File: src/include/avr_core_settings.svh
`ifndef AVR_CORE_SETTINGS_SVH
`define AVR_CORE_SETTINGS_SVH

// register file and data bus width
`define DATA_WIDTH 8

// r0 to r31
`define R_ADDR_WIDTH 5

// the program counter addresses one word per instruction
`define I_ADDR_WIDTH 8

// data space seen by LDS, STS and the Y pointer
`define D_ADDR_WIDTH 8

// the RAM window starts above the register and I/O area of a real part
`define RAM_BASE 64

// number of bytes in the RAM window
`define RAM_DEPTH 64

`endif

File: src/verilog/avr_core_pkg.sv
`include "avr_core_settings.svh"

package avr_core_pkg;

    // one instruction walks through all five, one cycle each
    typedef enum logic [2:0] {
        STAGE_IF,
        STAGE_ID,
        STAGE_EX,
        STAGE_MEM,
        STAGE_WB
    } stage_e;

    typedef logic [`DATA_WIDTH-1:0] data_t;

    typedef logic [`R_ADDR_WIDTH-1:0] reg_addr_t;

    typedef logic [`I_ADDR_WIDTH-1:0] pc_t;

    typedef logic [`D_ADDR_WIDTH-1:0] bus_addr_t;

    // only Z and C are kept from SREG
    localparam int FLAG_COUNT = 2;
    localparam int FLAG_Z     = 0;
    localparam int FLAG_C     = 1;

endpackage

File: src/verilog/data_ram.sv
`timescale 1ns/1ps
`include "avr_core_settings.svh"

module data_ram (
    input  logic                    clk,
    input  logic                    reset,
    input  avr_core_pkg::bus_addr_t addr,
    input  logic                    we,
    input  avr_core_pkg::data_t     wdata,
    output avr_core_pkg::data_t     rdata
);
    import avr_core_pkg::*;

    localparam int IDX_WIDTH = $clog2(`RAM_DEPTH);

    data_t     mem [`RAM_DEPTH];
    bus_addr_t offset;
    logic      in_window;

    assign offset    = addr - bus_addr_t'(`RAM_BASE);
    assign in_window = (addr >= bus_addr_t'(`RAM_BASE)) && (offset < `RAM_DEPTH);

    always_ff @(posedge clk) begin
        if (reset) begin
            for (int i = 0; i < `RAM_DEPTH; i++) begin
                mem[i] <= '0;
            end
        end else if (we && in_window) begin
            mem[offset[IDX_WIDTH-1:0]] <= wdata;
        end
    end

    // nothing is mapped outside the window, so it reads as zero
    assign rdata = in_window ? mem[offset[IDX_WIDTH-1:0]] : '0;

endmodule

File: config.mk
export PLATFORM = sky130hd
export DESIGN_NAME = data_ram
export DESIGN_NICKNAME = d
export VERILOG_FILES = /design/src/verilog/avr_core_pkg.sv /design/src/verilog/data_ram.sv
export VERILOG_INCLUDE_DIRS = /design/src /design/src/include
export SDC_FILE = /design/constraint.sdc
export NUM_CORES = 1
export LEC_CHECK = 0
export BUFFER_PORTS_ARGS = -buffer_cell sky130_fd_sc_hd__buf_2
export CAP_MARGIN = 10
export CORE_UTILIZATION = 40
export CTS_CLUSTER_SIZE = 8
export DETAILED_ROUTE_END_ITERATION = 7
export GPL_ROUTABILITY_DRIVEN = 0
export PLACE_DENSITY = 0.53
export SLEW_MARGIN = 20
export SYNTH_ARGS = -nofsm -noshare
export SYNTH_HDL_FRONTEND = slang
export SYNTH_SLANG_ARGS = --single-unit
File: constraint.sdc
create_clock -name clk -period 3.5 [get_ports clk]
set_input_delay 0.7 -clock clk [delete_from_list [all_inputs] [get_ports clk]]
set_output_delay 0.7 -clock clk [all_outputs]
set_load 0.05 [all_outputs]
### Word-level counts from Yosys, hierarchy flattened

Memories as Yosys holds them, arrays and structs flattened.
Cells that the tools add are included.

| operators by class | value |
|---|---|
| multiplexer cells | 9 |
| $lt $le $gt $ge | 2 |
| equal/unequal tests | 0 |
| shift-type cells | 0 |
| $mul | 0 |
| bitwise gates (word level) | 0 |
| add/subtract/negate cells | 1 |
| divide/modulo/power cells | 0 |
| reductions and logical operators | 3 |

Operators with widths:

| operator | count |
|---|---|
| $mux 8 | 2 |
| $ge 8x7->1 const B | 1 |
| $lt 8x7->1 const B | 1 |
| $reduce_or 8->1 | 1 |
| $sub 8x7->8 const B | 1 |
| $mux 1 | 6 |
| $mux 6 | 1 |
| $logic_and 1x1->1 | 2 |

| storage, ports and cells | value |
|---|---|
| bits in writable memories | 512 |
| latch bits | 0 |
| logic and storage cells | 16 |
| ROM bits | 0 |
| memories | 1 |
| input port bits | 19 |
| bits in registers | 0 |

Memory list:

| memory | words | width | read ports | clocked after Yosys merged registers in | wr ports | line | text |
|---|---|---|---|---|---|---|---|
| mem | 64 | 8 | 1 | 0 | 64 | data_ram.sv:16 | `` data_t mem [`RAM_DEPTH]; `` |

### Logic depth before layout (Yosys ltp)

| depth | value |
|---|---|
| word-level depth | 9 |
| mapped depth | 9 |
| gate-level depth less buffers | 6 |

### Worst setup path before layout

OpenSTA, ideal clock, no wires.

| timing path | value |
|---|---|
| kind | in2out |
| start point | input port addr[5] |
| end point | output port rdata[5] |
| data required time | 2.800 ns |
| stages on the path | 8 |
| setup slack | -0.089 ns |
| data arrival time | 2.889 ns |
| buffers on the path | 4 |
| cell sequence | buf_2 -> or3b_2 -> clkbuf_1 -> buf_2 -> buf_2 -> o22ai_1 -> o22ai_1 -> a31oi_1 |

| between the ends | value |
|---|---|
| cells in the longest elaborated chain, start to end | 4 |
| elaborated cells on any way between the ends | 6 |

Ends and longest elaborated chain:

| what | line | text |
|---|---|---|
| start: declaration | data_ram.sv:7 | `input avr_core_pkg::bus_addr_t addr,` |
| branches (longest 3 deep; another with $sub 8x7->8) | n/a |  |
| $mux 8 (*) | data_ram.sv:34 | `assign rdata = in_window ? mem[offset[IDX_WIDTH-1:0]] : '0;` |
| end: declaration | data_ram.sv:10 | `output avr_core_pkg::data_t rdata` |

Every way passes the cells marked *.

### Worst setup path in the final report

| timing path | value |
|---|---|
| start point | input port addr[1] |
| end point | output port rdata[6] |

Same word-level chain as after synthesis.

==> flow_summary.yaml <==
pwr:
  intPower_mw: 11.4
  power_density_nw_per_um2: 507
  clockPowerShare: 0.428
  seqPwrFrac: 0.481
  pwr-share-comb: 0.091
  p_sw_mw: 3.48
  ir_drop_v: 0.000332
  p_leak_nw: 10.7
  total_power_mw: 14.9
  switching_share: 0.233
layout:
  layout.nets: 2046
  fillers: 5091
  largest_register_ffs: 512
  largest-register: "mem"
  layout-drive-gt1-share: 0.278
  syn2layout_area_growth_pct: 23.4
  n_antenna_cell: 0
  largest_registers: "mem (512)"
  stdcell_area_um2: 29400
  layout_common_cells: "513 x and2_1, 512 x edfxtp_1, 245 x buf_4, 82 x nor2_1, 81 x clkbuf_16"
  final_common_cell: "and2_1"
die:
  start_util: 0.404
  die_height_um: 246
  pin_count: 27
  coreArea_um2: 58900
  die_area_um2: 60600
  std_cell_rows: 89
  die_x_um: 246
timing:
  tns_ns: -0.0472
  setup_violations: 3
  fin_crit_sh: 1.01
  tightest_slew_ns: 0.959
  drv_slew: 0
  relSlewSlack: 0.361
  rsz0062_at_grt: "yes"
  timing.fmax_mhz: 284
  finalCriticalPeriod_ns: 3.52
  hold_viol_final: 0
  setup_slack_ns: -0.0241
route:
  vias: 16000
  drt_wl_total_mm: 77.6
  dr.pass1.iters: 5
  drt-initial-drc-count: 1512
  drc: 0
  ant_nets: 0
  vias_per_cell: 5.70
  wire_per_inst_um: 27.7
grt:
  antenna_found_initial: 2
  grt_overflow: 0
  grt_usage: 0.257
  grt_pass1_vias: 16100
  grt_max_degree: 65
  grt_pass1_wl_mm: 111
cts:
  ctsHtreeMaxLevel: 3
  cts-root-buf: "clkbuf_16"
  cts_buffers: 74
  cts.sinks: 512
  cts_tree: "built"
  clk_pin_slew_ns: 0.05
  cts_buffer_depth: 3
  ctsHoldBuffers: 0
worst_hold_path:
  hold_path.class: "primary input to flop"
synthesis:
  netlist_instances: 1786
  yosys_warnings: 0
  synthArstFlopShare: 0
  avgSynthCellArea_um2: 13.3
  syn_nets: 1805
  ys_seq_area_frac: 0.645
  synth-edff-count: 512
  syn_area_um2: 23800
  yosysUniqueCellTypes: 52
  synth_seq_cells: 512
  synthFlopType: "edfxtp_1"
run_status:
  status: "finished, violations left"
  violations: "setup timing"
setup_path:
  slowest_stage: "nor2_2"
  cp-end-kind: "output port"
  path_buf_inv: 4
  crit_fanout: 6
  cp.required_ns: 2.80
  startpoint_type: "primary input"
  cp_data_arrival_time_ns: 2.82
  critPathKind: "primary input to output port"
  max_stage_delay_ns: 0.39
  crit_chain: "buf_16 > nor2_2 > buf_4 > a221oi_1 > buf_4 > o22a_1 > o211ai_1 > o31a_1 > buf_6"
  crit_top_cell: "buf_4"
  crit_family: "compound AO/OA/AOI/OAI gates"
place:
  io_buffers: 26
  placed_area_um2: 26600
  hpwl_mm: 50.6
flow_run:
  max_cap_violations: 0
==> metrics by stage <==
step | utilization | setup WS, ns | std cells | hold WS (ns)
floorplan | - | 0.0446 | 1786 | 1.16
global placement | 0.452 | -0.307 | 2697 | 1.40
detailed placement | 0.452 | -0.305 | 2697 | 1.40
CTS | 0.490 | -0.0439 | 2786 | 0.766
global route | 0.499 | -0.0478 | 2806 | 0.780
finish | 0.499 | -0.0241 | 2806 | 0.776
==> synthesized netlist by cell type, types with 4 or more instances <==
| master | n | area share |
|---|---|---|
| and2_1 | 516 | 0.14 |
| edfxtp_1 | 512 | 0.65 |
| nor2_1 | 86 | 0.014 |
| clkbuf_1 | 83 | 0.013 |
| a22oi_1 | 66 | 0.021 |
| or2_2 | 65 | 0.017 |
| a221oi_1 | 58 | 0.021 |
| mux2i_1 | 49 | 0.021 |
| buf_2 | 39 | 0.0082 |
| o21ai_0 | 33 | 0.0069 |
| o22ai_1 | 32 | 0.0084 |
| nand2_1 | 28 | 0.0044 |
| a21oi_1 | 25 | 0.0053 |
| mux4_2 | 24 | 0.023 |
| a22o_1 | 23 | 0.0085 |
| buf_1 | 15 | 0.0024 |
| mux2_2 | 15 | 0.0071 |
| buf_4 | 9 | 0.0028 |
| o221ai_1 | 9 | 0.0033 |
| a211oi_1 | 7 | 0.0022 |
| nand3_1 | 7 | 0.0015 |
| nor2b_1 | 7 | 0.0018 |
| a222oi_1 | 6 | 0.0025 |
| a31oi_1 | 6 | 0.0016 |
| a32oi_1 | 5 | 0.0018 |
| nand2b_1 | 5 | 0.0013 |
| nor3_2 | 5 | 0.0021 |
| o22a_1 | 5 | 0.0018 |
| or3_1 | 4 | 0.0011 |
==> per-layer routing <==
| metal | wire [um] | GRT usage | part of all wire |
|---|---|---|---|
| met5 | 0 | 0 | 0 |
| met4 | 2610 | 0.0881 | 0.034 |
| met3 | 5510 | 0.0413 | 0.071 |
| met2 | 36200 | 0.405 | 0.47 |
| met1 | 33200 | 0.360 | 0.43 |
==> what timing repair did <==
item	CTS	global route
endpoints found under the setup margin	8	8
pin swaps	13	25
cloned	2	4
endpoints found under the hold margin	0	0
gates resized for setup	56	60
setup buffers	5	16
==> final timing paths <==
path | depth (start not counted) | endpoint | from
max | 9 | rdata[6] | addr[1]
min | 3 | mem[0][7] | wdata[7]
==> worst min-delay path, delay by kind of cell <==
kind          cells  cell delay [ns]
buf+inv           2             0.31
simple gates      1             0.18
==> power groups by stage <==
stage                     combinational (mW)  sequential (mW)  clock, mW
after global placement                  1.21             7.28          0
after global routing                    1.42             7.20       6.65
final                                   1.35             7.18       6.38
after detailed placement                1.21             7.29          0
after floorplan                        0.630             7.22          0
after CTS                               1.27             7.18       6.43
==> final cells by class <==
class	instances	area [um^2]	share of cell area
timing repair buffer	312	2920	0.0993
clock buffer	79	1930	0.0658
sequential	512	15400	0.523
clock inverter	3	26.3	0.000893
multi-input combinational	1124	8170	0.278
tap	773	967	0.0329
inverter	3	11.3	0.000383
==> cell families after synthesis <==
group,synth area share
AO/OA/AOI/OAI,0.0937
buffers and inverters,0.0274
flip-flops,0.645
multiplexers,0.0504
AND/OR/NAND/NOR,0.183
(Power assumes the default switching activity.)
