--- src/include/avr_core_settings.svh ---
`ifndef AVR_CORE_SETTINGS_SVH
`define AVR_CORE_SETTINGS_SVH

// register file and data bus width
`define DATA_WIDTH 8

// r0 to r31
`define R_ADDR_WIDTH 5

// the program counter addresses one word per instruction
`define I_ADDR_WIDTH 8

// data space seen by LDS, STS and the Y pointer
`define D_ADDR_WIDTH 8

// the RAM window starts above the register and I/O area of a real part
`define RAM_BASE 64

// number of bytes in the RAM window
`define RAM_DEPTH 64

`endif

--- src/verilog/avr_core_pkg.sv ---
`include "avr_core_settings.svh"

package avr_core_pkg;

    // one instruction walks through all five, one cycle each
    typedef enum logic [2:0] {
        STAGE_IF,
        STAGE_ID,
        STAGE_EX,
        STAGE_MEM,
        STAGE_WB
    } stage_e;

    typedef logic [`DATA_WIDTH-1:0] data_t;

    typedef logic [`R_ADDR_WIDTH-1:0] reg_addr_t;

    typedef logic [`I_ADDR_WIDTH-1:0] pc_t;

    typedef logic [`D_ADDR_WIDTH-1:0] bus_addr_t;

    // only Z and C are kept from SREG
    localparam int FLAG_COUNT = 2;
    localparam int FLAG_Z     = 0;
    localparam int FLAG_C     = 1;

endpackage

--- src/verilog/avr_isa_pkg.sv ---
`include "avr_core_settings.svh"

package avr_isa_pkg;

    typedef logic [15:0] instr_t;

    typedef logic [`DATA_WIDTH-1:0] imm_t;

    // everything outside these operations runs as a NOP
    typedef enum logic [3:0] {
        OP_NOP,
        OP_LDI,
        OP_MOV,
        OP_ADD,
        OP_LDS,
        OP_STS,
        OP_LD_Y,
        OP_ST_Y,
        OP_RJMP
    } opcode_e;

    // mask and match pairs taken from the AVR opcode map
    localparam instr_t LDI_MASK   = 16'hf000;
    localparam instr_t LDI_MATCH  = 16'he000;
    localparam instr_t MOV_MASK   = 16'hfc00;
    localparam instr_t MOV_MATCH  = 16'h2c00;
    localparam instr_t ADD_MASK   = 16'hfc00;
    localparam instr_t ADD_MATCH  = 16'h0c00;

    // the 16-bit LDS and STS of the reduced core only reach r16 to r31
    localparam instr_t LDS_MASK   = 16'hf800;
    localparam instr_t LDS_MATCH  = 16'ha000;
    localparam instr_t STS_MASK   = 16'hf800;
    localparam instr_t STS_MATCH  = 16'ha800;

    localparam instr_t LD_Y_MASK  = 16'hfe0f;
    localparam instr_t LD_Y_MATCH = 16'h8008;
    localparam instr_t ST_Y_MASK  = 16'hfe0f;
    localparam instr_t ST_Y_MATCH = 16'h8208;
    localparam instr_t RJMP_MASK  = 16'hf000;
    localparam instr_t RJMP_MATCH = 16'hc000;

endpackage

--- src/verilog/alu.sv ---
`timescale 1ns/1ps

module alu (
    input  logic                                clk,
    input  logic                                reset,
    input  avr_isa_pkg::opcode_e                opcode,
    input  avr_core_pkg::data_t                 a,
    input  avr_core_pkg::data_t                 b,
    input  avr_isa_pkg::imm_t                   imm,
    input  avr_core_pkg::data_t                 load_data,
    input  logic                                update,
    output avr_core_pkg::data_t                 result,
    output logic [avr_core_pkg::FLAG_COUNT-1:0] flags
);
    import avr_core_pkg::*;
    import avr_isa_pkg::*;

    data_t sum;
    logic  carry;

    assign {carry, sum} = a + b;

    always_comb begin
        case (opcode)
            OP_LDI:          result = imm;
            OP_MOV:          result = b;
            OP_ADD:          result = sum;
            OP_LDS, OP_LD_Y: result = load_data;
            default:         result = '0;
        endcase
    end

    // only ADD touches SREG in this subset
    always_ff @(posedge clk) begin
        if (reset) begin
            flags <= '0;
        end else if (update && opcode == OP_ADD) begin
            flags[FLAG_Z] <= (sum == '0);
            flags[FLAG_C] <= carry;
        end
    end

endmodule

--- config.mk ---
export PLATFORM = sky130hd
export DESIGN_NAME = alu
export DESIGN_NICKNAME = d
export VERILOG_FILES = /design/src/verilog/avr_core_pkg.sv /design/src/verilog/avr_isa_pkg.sv /design/src/verilog/alu.sv
export VERILOG_INCLUDE_DIRS = /design/src /design/src/include
export SDC_FILE = /design/constraint.sdc
export NUM_CORES = 1
export LEC_CHECK = 0
export BUFFER_PORTS_ARGS = -buffer_cell sky130_fd_sc_hd__buf_2
export CORE_MARGIN = 5
export CORE_UTILIZATION = 39
export DETAILED_ROUTE_END_ITERATION = 8
export PLACE_DENSITY = 0.76
export SYNTH_ARGS = -nofsm -noshare
export SYNTH_HDL_FRONTEND = slang
export SYNTH_SLANG_ARGS = --single-unit
export TNS_END_PERCENT = 50
--- constraint.sdc ---
create_clock -name clk -period 2.6 [get_ports clk]
set_clock_uncertainty 0.15 [all_clocks]
set_input_delay 0.13 -clock clk [delete_from_list [all_inputs] [get_ports clk]]
set_output_delay 0.13 -clock clk [all_outputs]
set_load 0.01 [all_outputs]
Yosys cells after proc, flatten, opt, wreduce, memory -nomap -nowiden

Index checks and enable logic that the tools add are counted.

Bits in registers: 2
Input port bits: 39
Word-level logic and storage cells: 11

$add $sub $neg: 1
Equality and inequality tests: 5
Mux-type cells: 1
Reductions and logical operators: 3

Operators with widths:

| cell                 | number |
|---|---|
| $pmux W8 S4          | 1 |
| $add A8 B8 Y9        | 1 |
| $eq A4 B2 Y1 const B | 2 |
| $eq A4 B3 Y1 const B | 2 |
| $logic_not A8 Y1     | 1 |
| $eq A4 B1 Y1 const B | 1 |
| $reduce_or A2 Y1     | 1 |
| $logic_and A1 B1 Y1  | 1 |

Logic depth before layout (Yosys ltp)

Depth after elaboration: 3
Depth in mapped cells: 8

Worst setup path before layout

No wires, ideal clock.

Path kind: input -> register
From: input a[0]
To: register flags[0] (netlist name)
Library setup time: 0.096 ns
Arrival time: 1.898 ns
Data required time: 2.354 ns
Slack: 0.456 ns
Stages on the path: 7
Path through: ha_1 inv_1 fa_1 xnor2_1 or4b_1 or4_1 o41ai_2

Cells in the longest elaborated chain, start to end: 2

Ends and longest elaborated chain:

| element                         | line      | text |
|---|---|---|
| from (decl)                     | alu.sv:7  | `input avr_core_pkg::data_t a,` |
| $add A8 B8 Y9                   | alu.sv:21 | `assign {carry, sum} = a + b;` |
| $logic_not A8 Y1                | alu.sv:38 | `flags[FLAG_Z] <= (sum == '0);` |
| to (signal, indexed assignment) | alu.sv:38 |  |
| to (signal, indexed assignment) | alu.sv:39 | `flags[FLAG_C] <= carry;` |
| to (decl)                       | alu.sv:13 | `output logic [avr_core_pkg::FLAG_COUNT-1:0] flags` |

No other way between the ends.
A chain may end at the register's enable or synchronous reset.

Final worst setup path

From: input a[0]
To: output result[6]

Cells in the longest elaborated chain, start to end: 2

Ends and longest elaborated chain:

| element       | line      | text |
|---|---|---|
| $add A8 B8 Y9 | alu.sv:21 |  |
| $pmux W8 S4   | alu.sv:24 | `case (opcode)` |
| to (decl)     | alu.sv:12 | `output avr_core_pkg::data_t result,` |

No other way between the ends.

==> summary.txt <==
Critical path
  • Crit-path cells: buf_2 > ha_1 > inv_1 > fa_1 > nor2b_1 > o31a_1 > o31a_1 > nor3_1 > a221o_1 > buf_2
  • CP Launch Type: input port
  • Crit-path max FO: 3
  • CP delay by family, top: compound AO/OA/AOI/OAI gates
  • Worst Path Class, Setup: in2out
  • Slowest cell on crit path: nor3_1
  • CP bufs+invs: 3
  • Critical path arrival: approximately 2100 ps
  • Critical Path Sink Type: primary output
  • CP Data Required Time: around 2300 ps
  • Slowest cell delay on critical path: roughly 390 ps
  • FF-to-FF setup slack: about 1800 ps

Timing
  • Slew Limit Fails: 0
  • Min Clock Period, post-route: about 2400 ps
  • Hold_ws: ~95 ps
  • Final period util: around 90%
  • Final worst setup slack: 247.8 ps
  • # setup viols final: 0
  • Max Clk Rate: 425.1 MHz
  • Hold Vio Cnt, Final: 0
  • Slew HR: 60.65%
  • Worst-Margin Slew: about 590 ps
  • Sum of negative setup slack: 0 ps
  • RSZ-0062 raised after global routing: no

Clock network
  • Num CTS Buffers: 3
  • # clock sinks: 2
  • Worst-Skew Late Latency: approximately 220 ps
  • CTS tree: done
  • Clk root buf: clkbuf_4
  • Post-CTS Resized: 0
  • Htree depth: 1
  • Worst-path clk slew: around 30 ps
  • Post-CTS setup buffers: 0
  • Maximum root-to-sink buffer count: 2

Finish
  • Non-filler cells, final: 150
  • Share of cells above drive strength 1: ~40%
  • Largest regs: flags: 2 flops
  • Synthesis-to-layout area growth: 44.62%
  • Largest register FFs: 2
  • N_diodes: 0
  • Final nets: 184
  • Most flop-heavy register: flags

Pwr
  • Static leakage: between 0.4 and 0.5 nW
  • PD cells: ~290 mW/mm^2
  • Comb power frac: between 60 and 70%
  • Reg power frac: 12.1%
  • Power share of the clock group: about a quarter
  • Maximum VDD drop: 0.1183 mV
  • Sw Share: roughly two fifths
  • P_int: between 0.15 and 0.2 mW
  • P_sw: roughly 0.10 mW

Detailed routing
  • DR vias/cell: between 5 and 6
  • Detail Route Antenna Nets: 0
  • DRT Pass-1 Iters: 4
  • DRC Markers: 0
  • DR WL/cell: roughly 15 um
  • Final wirelength: ~2200 um
  • Initial DRC Count: 32
  • Vias: 857

Synthesis
  • Synth top area share: 15.94%
  • Post-synthesis cell area: around 630 sq um
  • Ranking of synthesized cells by area: ha_1 16%, a22oi_1 11%, a221o_1 9.6%
  • Sequential area share after synthesis: approximately 6.4%
  • Total number of yosys warnings: 0
  • FFs w/ async S/R, synth: 0%
  • Synth area leader: ha_1
  • Avg Cell Area, Syn: around 7.4 sq um
  • Number of distinct library cells after synthesis: 29
  • Synth cell count leaders: 11 x nor2_1, 9 x a22oi_1, 8 x ha_1
  • Most used DFF post-synth: dfxtp_1
  • Syn_nets: roughly 130
  • Post-synth EDFFs: 0
  • Most numerous cell in the Yosys netlist: nor2_1
  • Synth Instances: 85
  • Seq cells post-synth: 2

Placed design
  • Pre-CTS WS: between 200 and 250 ps
  • Final HPWL DP: 1816 um
  • Placer Congestion: 0.8138
  • Placed insts: roughly 150
  • Port bufs: 48

Global route
  • Pin count of the biggest net entering global routing: 12
  • Gr usage total: between 10% and 20%
  • Vias in the first global route: between 800 and 900
  • First-pass GRT wire length: around 3500 um
  • Initial antenna violation count: 0
  • Grt ovf: 0

Worst hold path
  • Hold Path Class: in2reg

Die
  • Core Area: 0.001524 sq mm
  • Initial Util: around 41%
  • Die height: roughly 50 um
  • Die width: roughly 50 um
  • Die area: roughly 0.0025 sq mm
  • FP Rows: 14
  • I/O Pins: 49

Status
  • Status: finished clean

Run
  • Maxcap violations: 0
power groups by stage:
stage / Sequential [mW] / Combinational [mW] / Clock, mW
finish: 0.0314 / 0.160 / 0.0687
global route: 0.0314 / 0.178 / 0.0721
CTS: 0.0314 / 0.159 / 0.0692
detailed placement: 0.0318 / 0.157 / 0
global placement: 0.0318 / 0.155 / 0
floorplan: 0.0320 / 0.0981 / 0
placed cells by master, fill, tap and decap left out, types with 3 or more instances in the layout:
cell	instances
xnor2_1	4
clkbuf_4	3
nor2_1	11
ha_1	8
a22oi_1	9
buf_2	48
a21oi_1	5
a221o_1	6
nand2_1	3
inv_1	4
o21ai_0	7
path summary, 6_finish.rpt:
| path | cells after the start | startpoint | endpoint |
|---|---|---|---|
| worst min-delay path | 3 | update | flags[1]$_SDFFE_PP0P_ |
| worst max register to register | 2 | flags[1]$_SDFFE_PP0P_ | flags[1]$_SDFFE_PP0P_ |
| worst min register to register | 2 | flags[0]$_SDFFE_PP0P_ | flags[0]$_SDFFE_PP0P_ |
| worst max-delay path | 10 | a[0] | result[6] |
cell families after synthesis:
| group | after synthesis | synth area share, % |
|---|---|---|
| buf+inv | 7 | 4.380 |
| xor+xnor | 4 | 5.577 |
| simple gates | 27 | 22.11 |
| flops | 2 | 6.375 |
| fa+ha+maj | 9 | 19.12 |
| compound gates | 36 | 42.43 |
worst register-to-register path, cell delays in order (launching register included):
cell and delay, ps:
dfxtp_1 320, a21oi_1 50, a211oi_1 220
layout make-up:
type / count / area [sq um]
multi-input combinational: 76 / 560.5
fill: 147 / 615.6
sequential: 2 / 40.04
clock buffer: 3 / 22.52
tap: 16 / 20.02
timing repair buffer: 49 / 250.2
inverter: 4 / 15.01
layer usage:
metal / vias up / track usage, % / part of all wire (%)
met4: 0 / 5.677 / 0
met5: - / 0 / 0
met2: 40 / 29.29 / 51
li1: 436 / - / -
met1: 381 / 21.11 / 41
met3: 0 / 2.071 / 7.8
stage by stage:
step	util [%]	area, sq um	power, mW
2_1_floorplan	-	628.1	0.1301
3_3_place_gp	57.47	875.8	0.1867
3_5_place_dp	57.47	875.8	0.1891
4_1_cts	59.61	908.4	0.2599
5_1_grt	59.61	908.4	0.2818
6_report	59.61	908.4	0.2602
timing repair:
action | 4_1_cts | 5_1_grt
hold endpoints to repair | 1 | 0
hold buffers | 1 | 0
endpoints found under the setup margin | 0 | 0
No activity file was read; power rests on OpenSTA's default activity.
