$ cat config.mk
export PLATFORM = sky130hd
export DESIGN_NAME = stage_control
export DESIGN_NICKNAME = d
export VERILOG_FILES = /design/src/verilog/avr_core_pkg.sv /design/src/verilog/avr_isa_pkg.sv /design/src/verilog/stage_control.sv
export VERILOG_INCLUDE_DIRS = /design/src /design/src/include
export SDC_FILE = /design/constraint.sdc
export NUM_CORES = 2
export LEC_CHECK = 0
export BUFFER_PORTS_ARGS = -buffer_cell sky130_fd_sc_hd__clkbuf_2
export CORE_AREA = 2 2 768 693
export CTS_CLUSTER_DIAMETER = 200
export CTS_CLUSTER_SIZE = 25
export DETAILED_ROUTE_END_ITERATION = 16
export DIE_AREA = 0 0 770 695
export GPL_ROUTABILITY_DRIVEN = 0
export PLACE_DENSITY_LB_ADDON = 0.3
export RECOVER_POWER = 25
export SETUP_SLACK_MARGIN = 0.2
export SLEW_MARGIN = 15
export SYNTH_ARGS = -nofsm -noshare
export SYNTH_HDL_FRONTEND = slang
export SYNTH_SLANG_ARGS = --single-unit
$ cat constraint.sdc
create_clock -name clk -period 4.9 [get_ports clk]
set_clock_uncertainty 0.05 [all_clocks]
set_input_delay 0.735 -clock clk [delete_from_list [all_inputs] [get_ports clk]]
set_output_delay 0.735 -clock clk [all_outputs]
set_load 0.02 [all_outputs]
$ cat src/include/avr_core_settings.svh
`ifndef AVR_CORE_SETTINGS_SVH
`define AVR_CORE_SETTINGS_SVH

// register file and data bus width
`define DATA_WIDTH 8

// r0 to r31
`define R_ADDR_WIDTH 5

// the program counter addresses one word per instruction
`define I_ADDR_WIDTH 8

// data space seen by LDS, STS and the Y pointer
`define D_ADDR_WIDTH 8

// the RAM window starts above the register and I/O area of a real part
`define RAM_BASE 64

// number of bytes in the RAM window
`define RAM_DEPTH 64

`endif

$ cat src/verilog/avr_core_pkg.sv
`include "avr_core_settings.svh"

package avr_core_pkg;

    // one instruction walks through all five, one cycle each
    typedef enum logic [2:0] {
        STAGE_IF,
        STAGE_ID,
        STAGE_EX,
        STAGE_MEM,
        STAGE_WB
    } stage_e;

    typedef logic [`DATA_WIDTH-1:0] data_t;

    typedef logic [`R_ADDR_WIDTH-1:0] reg_addr_t;

    typedef logic [`I_ADDR_WIDTH-1:0] pc_t;

    typedef logic [`D_ADDR_WIDTH-1:0] bus_addr_t;

    // only Z and C are kept from SREG
    localparam int FLAG_COUNT = 2;
    localparam int FLAG_Z     = 0;
    localparam int FLAG_C     = 1;

endpackage

$ cat src/verilog/avr_isa_pkg.sv
`include "avr_core_settings.svh"

package avr_isa_pkg;

    typedef logic [15:0] instr_t;

    typedef logic [`DATA_WIDTH-1:0] imm_t;

    // everything outside these operations runs as a NOP
    typedef enum logic [3:0] {
        OP_NOP,
        OP_LDI,
        OP_MOV,
        OP_ADD,
        OP_LDS,
        OP_STS,
        OP_LD_Y,
        OP_ST_Y,
        OP_RJMP
    } opcode_e;

    // mask and match pairs taken from the AVR opcode map
    localparam instr_t LDI_MASK   = 16'hf000;
    localparam instr_t LDI_MATCH  = 16'he000;
    localparam instr_t MOV_MASK   = 16'hfc00;
    localparam instr_t MOV_MATCH  = 16'h2c00;
    localparam instr_t ADD_MASK   = 16'hfc00;
    localparam instr_t ADD_MATCH  = 16'h0c00;

    // the 16-bit LDS and STS of the reduced core only reach r16 to r31
    localparam instr_t LDS_MASK   = 16'hf800;
    localparam instr_t LDS_MATCH  = 16'ha000;
    localparam instr_t STS_MASK   = 16'hf800;
    localparam instr_t STS_MATCH  = 16'ha800;

    localparam instr_t LD_Y_MASK  = 16'hfe0f;
    localparam instr_t LD_Y_MATCH = 16'h8008;
    localparam instr_t ST_Y_MASK  = 16'hfe0f;
    localparam instr_t ST_Y_MATCH = 16'h8208;
    localparam instr_t RJMP_MASK  = 16'hf000;
    localparam instr_t RJMP_MATCH = 16'hc000;

endpackage

$ cat src/verilog/stage_control.sv
`timescale 1ns/1ps
`include "avr_core_settings.svh"

module stage_control (
    input  logic                 clk,
    input  logic                 reset,
    input  logic                 prog_we,
    input  avr_core_pkg::pc_t    prog_addr,
    input  avr_isa_pkg::instr_t  prog_data,
    input  logic                 jump_taken,
    input  logic [11:0]          jump_offset,
    output avr_core_pkg::stage_e stage,
    output avr_core_pkg::pc_t    pc,
    output avr_isa_pkg::instr_t  instr
);
    import avr_core_pkg::*;
    import avr_isa_pkg::*;

    localparam int PROG_DEPTH = 2 ** `I_ADDR_WIDTH;

    instr_t      prog_mem [PROG_DEPTH];
    stage_e      stage_next;
    logic [11:0] pc_step;
    logic [11:0] pc_wide;

    always_comb begin
        case (stage)
            STAGE_IF: begin
                stage_next = STAGE_ID;
            end
            STAGE_ID: begin
                stage_next = STAGE_EX;
            end
            STAGE_EX: begin
                stage_next = STAGE_MEM;
            end
            STAGE_MEM: begin
                stage_next = STAGE_WB;
            end
            default: begin
                stage_next = STAGE_IF;
            end
        endcase
    end

    // RJMP offset is signed 12 bits, the sum wraps modulo the program size
    assign pc_step = jump_taken ? jump_offset + 12'd1 : 12'd1;
    assign pc_wide = 12'(pc) + pc_step;

    // loaded by the testbench while reset is held
    always_ff @(posedge clk) begin
        if (prog_we) begin
            prog_mem[prog_addr] <= prog_data;
        end
    end

    always_ff @(posedge clk) begin
        if (reset) begin
            stage <= STAGE_IF;
        end else begin
            stage <= stage_next;
        end
    end

    always_ff @(posedge clk) begin
        if (reset) begin
            pc    <= '0;
            instr <= '0;
        end else begin
            if (stage == STAGE_IF) begin
                instr <= prog_mem[pc];
            end
            // pc holds through the whole instruction and moves when WB ends
            if (stage == STAGE_WB) begin
                pc <= pc_t'(pc_wide);
            end
        end
    end

endmodule
; Yosys cells after proc, flatten, opt, wreduce, memory -nomap -nowiden
; Memory sizes are Yosys's and may differ from the RTL's. A register that Yosys moved wholly into a read port is not among the register bits.
; Cells that the tools add are included.
[totals]
in_bits = 40
ff_bits = 11
mem_count = 1
mem_bits_rw = 4096
output_inout_bits = 27
elab_cells = 14
[mem_list]
columns = name, words, width, read_ports, rd_clocked_by_memory_dff, wr, line
row1 = prog_mem, 256, 16, 1, 1, 1, stage_control.sv:21  ; instr_t prog_mem [PROG_DEPTH];
[op_classes]
add_sub_neg = 2
mux = 4
eq_ne = 4
reduce_logical = 1
[ops]
columns = op, n
row1 = $pmux 3 s4, 1
row2 = $add 8x1->8 const B, 1
row3 = $add 8x8->8, 1
row4 = $mux 8, 1
row5 = $eq 3x2->1 const B, 2
row6 = $eq 3x1->1 const B, 1
row7 = $eq 3x3->1 const B, 1
row8 = $logic_not 3->1, 1
row9 = $mux 1, 2

; Logic depth before layout (Yosys ltp)
[depth]
word_depth = 3
mapped_depth = 13
ltp_nobuf = 11

; Worst setup path before layout
; OpenSTA, ideal clock, no wires.
[synth_path]
path_type = input to register
startpoint = input port jump_offset[0]
endpoint = register pc[7]
t_required_ns = 4.729
setup_ns = 0.121
n_path_buf = 0
slack_ns = 1.847
stages = 10
t_arrival_ns = 2.882
cell_sequence = ha_1 -> and2_1 -> ha_1 -> a21o_1 -> a21oi_1 -> o21bai_1 -> a2111oi_0 -> or3_1 -> mux2i_1 -> mux2_2
[synth_via]
elab_chain_len = 3
[synth_rtl]
columns = item, line
row1 = start: declaration, stage_control.sv:11  ; input logic [11:0] jump_offset,
row2 = $add 8x1->8, stage_control.sv:47  ; assign pc_step = jump_taken ? jump_offset + 12'd1 : 12'd1;
row3 = $mux 8, stage_control.sv:47
row4 = $add 8x8->8, stage_control.sv:48  ; assign pc_wide = 12'(pc) + pc_step;
row5 = end signal: assignment, stage_control.sv:75  ; pc <= pc_t'(pc_wide);
row6 = end: declaration, stage_control.sv:13  ; output avr_core_pkg::pc_t pc,
; Every way passes these cells.
; A chain may end at the register's enable or synchronous reset.

; Final worst setup path
[layout_path]
startpoint = input port prog_data[10]
endpoint = memory prog_mem[20][10] (netlist name) (data pin)
[layout_lines]
columns = item, line
row1 = start: declaration, stage_control.sv:9  ; input avr_isa_pkg::instr_t prog_data,
row2 = end: declaration, stage_control.sv:21
; Straight into the memory's write port.

==> metrics.cfg <==
[setup_path]
cp.arrival_ns = 4.96
critical-path-top-delay-family = buffers and inverters
critPathKind = primary input to flop
path_buf_inv = 2
rrSetupSlack_ns = 0.60
start_kind = primary input
crit_chain = dlymetal6s4s_1, buf_4
endpoint_kind = flop
cp_max_fo = 100
required_ns = 5.48
crit_slowest_cell = dlymetal6s4s_1
cp_slowest_stage_delay_ns = 3.10

[timing]
finalCritPeriodShare_pct = 89.4
setup_viol = 0
finalHoldViolCount = 0
rsz0062_at_grt = false
worstMarginPinSlew_ns = 4.55
slew_headroom_pct = -203
finalMaxSlewViolations = 2019
worst_slack_ns = 0.519
tns_ns = 0
fmax_ghz = 0.228
period_needed_ns = 4.38

[die]
die_w_um = 770
boundaryPins = 67
rows = 253
die_h_um = 695
dieArea_sq_mm = 0.535
core_sq_mm = 0.527
initial_utilization_pct = 29.9

[clock_network]
cts_hold_buf = 0
clk_latency_ns = 0.98
ctsResizeCount = 0
cts_buffer_depth = 4
clock-sinks = 4123
cts_tree = built
numCtsBuffers = 186
clk_pin_slew_worst_paths_ns = 0.11
cts_max_level = 4
postCtsSetupBuffers = 0
cts_root_buf = clkbuf_16

[logic_synthesis]
async_flop_share_pct = 0
ys_warn_count = 0
synth_edf_count = 4096
synth-seq-cells = 4123
syn-num-nets = 6944
seq_area_frac_synth_pct = 78.4
yosys-top-cells-area = edfxtp_1 78%, mux4_2 15%, mux2i_1 1.2%, nor2_1 0.70%, a22oi_1 0.53%
syn_area_sq_mm = 0.158
synth_top_area_share_pct = 78.0
syn-mean-instance-area_sq_um = 22.9
netlist.top_cell.by_area = edfxtp_1
synth_ff_type = edfxtp_1
synth_cell_types = 52
synthesis.instances = 6895

[cells_and_area]
final_util_pct = 33.0
layout_common_cells = 4096 x edfxtp_1, 1051 x mux4_2, 425 x buf_4
final_nets = 7269
final_common_cell = edfxtp_1
syn2layout_area_growth_pct = 10.4
multi_input_area_sq_mm = 0.0321
final_cell_area_sq_mm = 0.174
fill_cells = 49200
regArea_sq_mm = 0.124
drive_gt1_share_pct = 25.5

[placement]
dp_hpwl_um = 261000
post_dp_cell_area_sq_mm = 0.169
pre_cts_slack_ns = 0.426
port_buffers = 62

[route]
drcViolationCount = 0
routed-via-count = 73800
drtAntennaViolNets = 0
avgViaCountPerCell = 5.15
wl_per_cell_um = 29.9
drtIter0Drc = 9704
totalWireLength_um = 429000
dr.pass1.iters = 6

[status]
violations = max-capacitance violations, max-slew violations
status = finished with violations

[pwr]
p_leak_nw = 49.6
pwr-share-seq_pct = 66.6
p_comb_share_pct = 2.9
switchingPower_w = 0.0121
cellPowerDensity_mw_per_mm2 = 336
clkPwrFrac_pct = 30.5
switching_share_pct = 20.6
ir_worst_vdd_uv = 273
internal_power_w = 0.0464

[min_path]
hold_path_class = primary input to flop

[flow_run]
maxCapViolCount = 22

[grt]
grt-ovfl-total = 0
grtUsageTotal_pct = 15.6
grt_pass1_vias = 73800
grt_max_degree = 172
antenna_found_initial = 43
grt_pass1_wl_um = 593000

[synth_stat cells, types with 62 or more instances]
master / count
nand2_1: 90
a22oi_1: 111
o21ai_0: 62
mux4_2: 1051
edfxtp_1: 4096
mux2i_1: 194
buf_4: 94
nand3_1: 104
nor2_1: 293
buf_2: 137
o22ai_1: 127
clkbuf_1: 136
[flip-flops by register name (all words and copies together) (netlist names)]
name,cells
instr,16
prog_mem,4096
pc,8
stage,3
[final timing paths]
path,end,from,depth (start not counted)
worst max register to register,instr[5]$_SDFFE_PP0P_,pc[1]$_SDFFE_PP0N_,8
worst max-delay path,prog_mem[20][10]$_DFFE_PP_,prog_data[10],2
worst min register to register,pc[3]$_SDFFE_PP0N_,pc[3]$_SDFFE_PP0N_,2
worst min-delay path,pc[0]$_SDFFE_PP0N_,reset,3
[cell families (layout without fill, tap and decap cells)]
| kind of cell | Yosys count | in the layout | share of synthesized area [%] |
|---|---|---|---|
| compound gates | 498 | 498 | 2.15 |
| other cells | 0 | 20 | 0 |
| buf+inv | 407 | 810 | 1.42 |
| fa+ha+maj | 9 | 9 | 0.0762 |
| simple gates | 596 | 596 | 1.65 |
| mux | 1250 | 1250 | 16.3 |
| xor+xnor | 12 | 12 | 0.0667 |
| flops | 4123 | 4123 | 78.4 |
[layer usage]
| layer | track usage (%) | vias to the layer above | share of wire (%) |
|---|---|---|---|
| met2 | 24.8 | 2684 | 47 |
| met1 | 22.1 | 40900 | 43 |
| met4 | 4.10 | 16 | 2.9 |
| li1 | - | 29800 | - |
| met3 | 2.74 | 457 | 7.2 |
| met5 | 0 | - | 0.024 |
[power groups by stage]
stage / sequential (W) / clock [W] / combinational (W)
2_1_floorplan: 0.0397 / 0 / 0.000602
3_3_place_gp: 0.0397 / 0 / 0.00168
3_5_place_dp: 0.0397 / 0 / 0.00175
4_1_cts: 0.0389 / 0.0184 / 0.00174
5_1_grt: 0.0389 / 0.0195 / 0.00180
6_report: 0.0389 / 0.0179 / 0.00169
[cell type report]
type	instances	share of cell area [%]
inverters	4	0.00863
diodes	20	0.0288
multi-input cells	2365	18.4
flip-flops and latches	4123	71.0
clock inverters	10	0.0748
well taps	7012	5.04
clock buffers	256	2.85
repair buffers	540	2.57
[metrics by stage]
step / std cells / hold slack (ns) / total power (W)
2_1_floorplan: 6895 / 0.510 / 0.0403
3_3_place_gp: 14000 / 0.554 / 0.0414
3_5_place_dp: 14000 / 0.539 / 0.0414
4_1_cts: 14300 / 0.0917 / 0.0590
5_1_grt: 14300 / 0.139 / 0.0602
6_report: 14300 / 0.162 / 0.0585
[worst register-to-register path, stage by stage, from the launching register on]
cell and delay [ns]:
dfxtp_4 0.92, buf_12 0.39, buf_4 0.39, buf_4 0.35
mux4_2 0.27, mux2i_1 0.17, a211oi_1 0.88, nand4_1 0.62
nand3_1 0.21
Power figures use the tool's default switching activity.
