**config.mk**
```make
export PLATFORM = sky130hd
export DESIGN_NAME = instr_decode
export DESIGN_NICKNAME = d
export VERILOG_FILES = /design/src/verilog/avr_core_pkg.sv /design/src/verilog/avr_isa_pkg.sv /design/src/verilog/instr_decode.sv
export VERILOG_INCLUDE_DIRS = /design/src /design/src/include
export SDC_FILE = /design/constraint.sdc
export NUM_CORES = 1
export LEC_CHECK = 0
export BUFFER_PORTS_ARGS = -buffer_cell sky130_fd_sc_hd__clkbuf_2
export CAP_MARGIN = 20
export CORE_AREA = 2 2 39 41
export DETAILED_ROUTE_END_ITERATION = 16
export DIE_AREA = 0 0 41 43
export PLACE_DENSITY = 0.86
export SLEW_MARGIN = 25
export SYNTH_ARGS = -nofsm -noshare
export SYNTH_HDL_FRONTEND = slang
export SYNTH_SLANG_ARGS = --single-unit
```
**constraint.sdc**
```tcl
create_clock -name vclk -period 1.7
set_input_delay 0.34 -clock vclk [all_inputs]
set_output_delay 0.34 -clock vclk [all_outputs]
set_load 0.01 [all_outputs]
```
**src/include/avr_core_settings.svh**
```systemverilog
`ifndef AVR_CORE_SETTINGS_SVH
`define AVR_CORE_SETTINGS_SVH

// register file and data bus width
`define DATA_WIDTH 8

// r0 to r31
`define R_ADDR_WIDTH 5

// the program counter addresses one word per instruction
`define I_ADDR_WIDTH 8

// data space seen by LDS, STS and the Y pointer
`define D_ADDR_WIDTH 8

// the RAM window starts above the register and I/O area of a real part
`define RAM_BASE 64

// number of bytes in the RAM window
`define RAM_DEPTH 64

`endif

```
**src/verilog/avr_core_pkg.sv**
```systemverilog
`include "avr_core_settings.svh"

package avr_core_pkg;

    // one instruction walks through all five, one cycle each
    typedef enum logic [2:0] {
        STAGE_IF,
        STAGE_ID,
        STAGE_EX,
        STAGE_MEM,
        STAGE_WB
    } stage_e;

    typedef logic [`DATA_WIDTH-1:0] data_t;

    typedef logic [`R_ADDR_WIDTH-1:0] reg_addr_t;

    typedef logic [`I_ADDR_WIDTH-1:0] pc_t;

    typedef logic [`D_ADDR_WIDTH-1:0] bus_addr_t;

    // only Z and C are kept from SREG
    localparam int FLAG_COUNT = 2;
    localparam int FLAG_Z     = 0;
    localparam int FLAG_C     = 1;

endpackage

```
**src/verilog/avr_isa_pkg.sv**
```systemverilog
`include "avr_core_settings.svh"

package avr_isa_pkg;

    typedef logic [15:0] instr_t;

    typedef logic [`DATA_WIDTH-1:0] imm_t;

    // everything outside these operations runs as a NOP
    typedef enum logic [3:0] {
        OP_NOP,
        OP_LDI,
        OP_MOV,
        OP_ADD,
        OP_LDS,
        OP_STS,
        OP_LD_Y,
        OP_ST_Y,
        OP_RJMP
    } opcode_e;

    // mask and match pairs taken from the AVR opcode map
    localparam instr_t LDI_MASK   = 16'hf000;
    localparam instr_t LDI_MATCH  = 16'he000;
    localparam instr_t MOV_MASK   = 16'hfc00;
    localparam instr_t MOV_MATCH  = 16'h2c00;
    localparam instr_t ADD_MASK   = 16'hfc00;
    localparam instr_t ADD_MATCH  = 16'h0c00;

    // the 16-bit LDS and STS of the reduced core only reach r16 to r31
    localparam instr_t LDS_MASK   = 16'hf800;
    localparam instr_t LDS_MATCH  = 16'ha000;
    localparam instr_t STS_MASK   = 16'hf800;
    localparam instr_t STS_MATCH  = 16'ha800;

    localparam instr_t LD_Y_MASK  = 16'hfe0f;
    localparam instr_t LD_Y_MATCH = 16'h8008;
    localparam instr_t ST_Y_MASK  = 16'hfe0f;
    localparam instr_t ST_Y_MATCH = 16'h8208;
    localparam instr_t RJMP_MASK  = 16'hf000;
    localparam instr_t RJMP_MATCH = 16'hc000;

endpackage

```
**src/verilog/instr_decode.sv**
```systemverilog
`timescale 1ns/1ps

module instr_decode (
    input  avr_isa_pkg::instr_t     instr,
    output avr_isa_pkg::opcode_e    opcode,
    output avr_core_pkg::reg_addr_t rd_addr,
    output avr_core_pkg::reg_addr_t rr_addr,
    output avr_isa_pkg::imm_t       imm,
    output logic                    rd_we,
    output logic                    mem_we,
    output logic [11:0]             jump_offset
);
    import avr_isa_pkg::*;

    always_comb begin
        opcode = OP_NOP;
        if ((instr & LDI_MASK) == LDI_MATCH) begin
            opcode = OP_LDI;
        end else if ((instr & MOV_MASK) == MOV_MATCH) begin
            opcode = OP_MOV;
        end else if ((instr & ADD_MASK) == ADD_MATCH) begin
            opcode = OP_ADD;
        end else if ((instr & LDS_MASK) == LDS_MATCH) begin
            opcode = OP_LDS;
        end else if ((instr & STS_MASK) == STS_MATCH) begin
            opcode = OP_STS;
        end else if ((instr & LD_Y_MASK) == LD_Y_MATCH) begin
            opcode = OP_LD_Y;
        end else if ((instr & ST_Y_MASK) == ST_Y_MATCH) begin
            opcode = OP_ST_Y;
        end else if ((instr & RJMP_MASK) == RJMP_MATCH) begin
            opcode = OP_RJMP;
        end
    end

    // the 4-bit d field of LDI, LDS and STS only reaches r16 to r31
    always_comb begin
        case (opcode)
            OP_LDI, OP_LDS, OP_STS: begin
                rd_addr = {1'b1, instr[7:4]};
            end
            default: begin
                rd_addr = instr[8:4];
            end
        endcase
    end

    assign rr_addr = {instr[9], instr[3:0]};

    // k keeps all seven bits here, the top level folds it into the RAM window
    always_comb begin
        case (opcode)
            OP_LDI: begin
                imm = {instr[11:8], instr[3:0]};
            end
            OP_LDS, OP_STS: begin
                imm = {1'b0, instr[10:8], instr[3:0]};
            end
            default: begin
                imm = '0;
            end
        endcase
    end

    always_comb begin
        rd_we  = 1'b0;
        mem_we = 1'b0;
        case (opcode)
            OP_LDI, OP_MOV, OP_ADD, OP_LDS, OP_LD_Y: begin
                rd_we = 1'b1;
            end
            OP_STS, OP_ST_Y: begin
                mem_we = 1'b1;
            end
            default: begin
                rd_we  = 1'b0;
                mem_we = 1'b0;
            end
        endcase
    end

    assign jump_offset = instr[11:0];

endmodule

```
---- Yosys cells after proc, flatten, opt, wreduce, memory -nomap -nowiden ----
Cells that the tools add are included.
word-level totals
  bits in registers ....................... 0
  bits in latches ......................... 0
  bits in writable memories ............... 0
  memory bits (read-only) ................. 0
  output and inout bits ................... 36
  logic and storage cells ................. 31
  memories kept ........................... 0
cells by class
  $add $sub $neg .......................... 0
  $mul .................................... 0
  div/mod/pow operators ................... 0
  magnitude comparators ................... 0
  equal/unequal tests ..................... 15
  shift-type cells ........................ 0
  mux-type cells .......................... 12
  bitwise operators ....................... 0
  reductions and logical operators ........ 4
operators by type and width
  operator                                              count
  two-way mux 4 bit                                     8
  equality test 11 bit (second input constant)          2
  equality test 4 x 3 -> 1 bit (second input constant)  4
  case mux 8 bit (2 select lines)                       1
  equality test 5 bit (second input constant)           2
  equality test 4 x 2 -> 1 bit (second input constant)  2
  equality test 4 bit (second input constant)           2
  equality test 6 x 2 -> 1 bit (second input constant)  1
  equality test 6 x 4 -> 1 bit (second input constant)  1
  two-way mux 5 bit                                     1
  OR reduction 5 bit                                    1
  equality test 4 x 1 -> 1 bit (second input constant)  1
  OR reduction 2 bit                                    2
  OR reduction 3 bit                                    1
  two-way mux 1 bit                                     2

---- Logic depth before layout (Yosys ltp) ----
  word-level depth ........................ 12
  gate-level depth with buffers ........... 4
  gate-level depth less buffers ........... 3

---- Worst setup path before layout ----
Ideal clock, no wire load.
  path type ............................... in2out
  start ................................... input instr[14]
  end ..................................... output imm[7]
  arrival ................................. 1.189 ns
  data required time ...................... 1.360 ns
  slack ................................... 0.171 ns
  stages .................................. 4
  path buffers ............................ 1
  cell sequence ........................... buf_2 and4bb_2 a32oi_1 a221oi_2
between the ends
  cells in the longest elaborated chain, start to end .. 12
  elaborated cells on any way between the ends .. 21
  those cells by class .................... 11 x eq/ne; 9 x mux; 1 x reduce/logical
RTL lines
  item                               line                text
  from (decl)                        instr_decode.sv:4   input avr_isa_pkg::instr_t instr,
  equality test 4 bit                instr_decode.sv:31  end else if ((instr & RJMP_MASK) == RJMP_MATCH) begin
  two-way mux 4 bit                  instr_decode.sv:31
  two-way mux 4 bit                  instr_decode.sv:29  end else if ((instr & ST_Y_MASK) == ST_Y_MATCH) begin
  two-way mux 4 bit                  instr_decode.sv:27  end else if ((instr & LD_Y_MASK) == LD_Y_MATCH) begin
  two-way mux 4 bit                  instr_decode.sv:25  end else if ((instr & STS_MASK) == STS_MATCH) begin
  two-way mux 4 bit                  instr_decode.sv:23  end else if ((instr & LDS_MASK) == LDS_MATCH) begin
  two-way mux 4 bit                  instr_decode.sv:21  end else if ((instr & ADD_MASK) == ADD_MATCH) begin
  two-way mux 4 bit                  instr_decode.sv:19  end else if ((instr & MOV_MASK) == MOV_MATCH) begin
  two-way mux 4 bit *                instr_decode.sv:17  if ((instr & LDI_MASK) == LDI_MATCH) begin
  equality test 4 x 3 -> 1 bit       instr_decode.sv:52  case (opcode)
  OR reduction 2 bit                 instr_decode.sv:52
  case mux 8 bit (2 select lines) *  instr_decode.sv:52
  to (decl)                          instr_decode.sv:8   output avr_isa_pkg::imm_t imm,
Every way passes the cells marked *; elsewhere a longest branch is shown, timed or not.

---- Final worst setup path ----
  start ................................... input instr[2]
  end ..................................... output rd_we
between the ends
  cells in the longest elaborated chain, start to end .. 11
  elaborated cells on any way between the ends .. 16
  those cells by class .................... 7 x eq/ne; 8 x mux; 1 x reduce/logical
RTL lines
  item                                                        line                text
  equality test 11 bit                                        instr_decode.sv:29
  two-way mux 4 bit                                           instr_decode.sv:29
  two-way mux 4 bit *                                         instr_decode.sv:27
  two-way mux 4 bit *                                         instr_decode.sv:25
  two-way mux 4 bit *                                         instr_decode.sv:23
  two-way mux 4 bit *                                         instr_decode.sv:21
  two-way mux 4 bit *                                         instr_decode.sv:19
  two-way mux 4 bit *                                         instr_decode.sv:17
  equality test 4 x 1 -> 1 bit, or another cell as far along  instr_decode.sv:68  case (opcode)
  OR reduction 5 bit *                                        instr_decode.sv:68
  two-way mux 1 bit *                                         instr_decode.sv:68
  to (decl)                                                   instr_decode.sv:9   output logic rd_we,
Marked as above.

==> metrics <==
status=complete, no violations; worst path cell trace=buf_8 > nor4b_4 > buf_4 > nand4b_1 > a32oi_1 > buf_2; GRT overflow=0; GRT Overall Usage=12.0%; Worst setup EP type=output port; net switching power=62.8 uW; Hold Startpoint=instr[4]; die area=1760 sq um; crit share post-route=97.7%; Worst Hold Class=in -> out; Fillers=151; DP HPWL=924 um; DRC Markers=0; power share of the clock group=0%; final core occ=43.2%; crit path DAT=1.32 ns; Ports=52; worst vdd ir=0.0000912 V; Final WS setup=0.0392 ns; # nets final=105; Die H=43 um; part of the power in registers=0%; P per Cell Area=205 nW/um^2; number of global-route vias before repair=410; Worst EP required=1.36 ns; Synth area leader=buf_4; Final Max Tran Viols=0; Starting Density=32.7%; via count=483; layout cell share with drive strength beyond 1=71.3%; Reg area=0 sq um; synthesized area=453 sq um; CORE AREA=1380 sq um; register area share after synthesis=0%; PortBufs=40; Largest stage delay, worst path=0.30 ns; Final setup viols=0; flip-flop and latch count=0; die width=41 um; Tot Pwr=122 uW; initial DRC count=1; Endpoint, Worst Hold=jump_offset[4]; Multi-input gate area=282 sq um; largest net degree at the start of global routing=10; dpl ws=-0.0714 ns; DR vias/cell=4.69; Pre-antenna DRT Iters=2; slew margin rel.=82.7%; first-pass GRT wire length=1590 um; CP max stage cell=nor4b_4; Synth cell types=23; synthesis-to-finish area growth=32.0%; hold depth=0; Worst Path Max Fanout=2; Synth area leaders=buf_4, and2_1, nor4b_4, mux2i_1, nor3b_4; gp weighted congestion=0.762; Comb pwr share=100.0%; initial antenna violation count=0; max cap viols=0; sw frac=51.3%; worst hold slack=0.680 ns; most frequent cell after synthesis=buf_4; Worst Max-Slew Pin Slew=0.256 ns; shortest period the worst path allows=1.66 ns; Int Power=59.7 uW; Startpoint Class=input port; Routed Antenna Nets=0; most frequent cells after synthesis=buf_4, and2_1, nand2_1; Hold Vio Cnt, Final=0; ant diodes=0; synthesized netlist cell count=60; row count=14; Fin Setup TNS=0 ns; category of the most critical setup path=in -> out; Avg WL per Cell=10.5 um; Avg Cell Area, Syn=7.55 sq um; RSZ-0062 raised after global routing=true; leakage=0.352 nW; fmax=602 MHz; yosys warns=0; Synth Net Count=76; WL final=1080 um; share of the synthesized area in the top cell type=34.8%; Clock Buffer Count=0
==> power groups by stage <==
| stage | combinational (mW) | sequential, mW | clock, mW |
|---|---|---|---|
| after floorplan | 0.0917 | 0 | 0 |
| after global placement | 0.112 | 0 | 0 |
| after detailed placement | 0.116 | 0 | 0 |
| after CTS | 0.117 | 0 | 0 |
| after global routing | 0.137 | 0 | 0 |
| final | 0.122 | 0 | 0 |
==> final cells by class <==
class	count	area share [%]
timing repair buffer	50	47.7
inverter	3	1.88
multi-input combinational	34	47.1
tap	16	3.35
==> through the flow <==
step           std cells  area (sq um)
3_5_place_dp         100           558
2_1_floorplan         60           453
3_3_place_gp         100           558
6_report             103           598
4_1_cts              101           566
5_1_grt              103           598
==> worst max-delay path, delay by kind of cell <==
family	cells	cell delay (ns)
buffers and inverters	3	0.42
AOI/OAI and AO/OA	1	0.18
and+or+nand+nor	2	0.39
==> cells in the final DEF, fill, tap and decap left out, types with 2 or more instances in the layout <==
cell and n:
inv_1 3, buf_2 4, buf_4 10, and2_2 2, mux2i_1 2, o21ai_0 3
clkbuf_2 35, or2_2 2, nand2_1 4, and2_1 7
==> cell families after synthesis <==
family,Yosys count,synth area share (%)
and+or+nand+nor,25,43.9
AOI/OAI and AO/OA,7,12.2
muxes,2,4.42
buffers and inverters,26,39.5
==> worst max path at each step <==
stage	slack, ns	start	to	cells past startpoint
floorplan	0.17	instr[14]	imm[7]	4
global placement	-0.05	instr[1]	imm[7]	5
detailed placement	-0.07	instr[1]	imm[7]	5
CTS	-0.007	instr[1]	rd_we	6
global route	-0.02	instr[1]	rd_we	6
finish	0.04	instr[2]	rd_we	6
==> routing by layer <==
layer | GRT usage [%] | up-vias | wire length [um]
li1 | - | 240 | -
met1 | 14.2 | 215 | 400
met2 | 23.1 | 28 | 553
met3 | 0.524 | 0 | 127
met4 | 0 | 0 | 0
met5 | 0 | - | 0
==> timing repair <==
| item | in CTS | in global routing |
|---|---|---|
| hold buffers | 0 | 0 |
| endpoints found under the setup margin | 2 | 4 |
| buffers inserted | 1 | 2 |
| resized for setup | 0 | 9 |
| pin swaps | 3 | 5 |
Power figures use the tool's default switching activity.
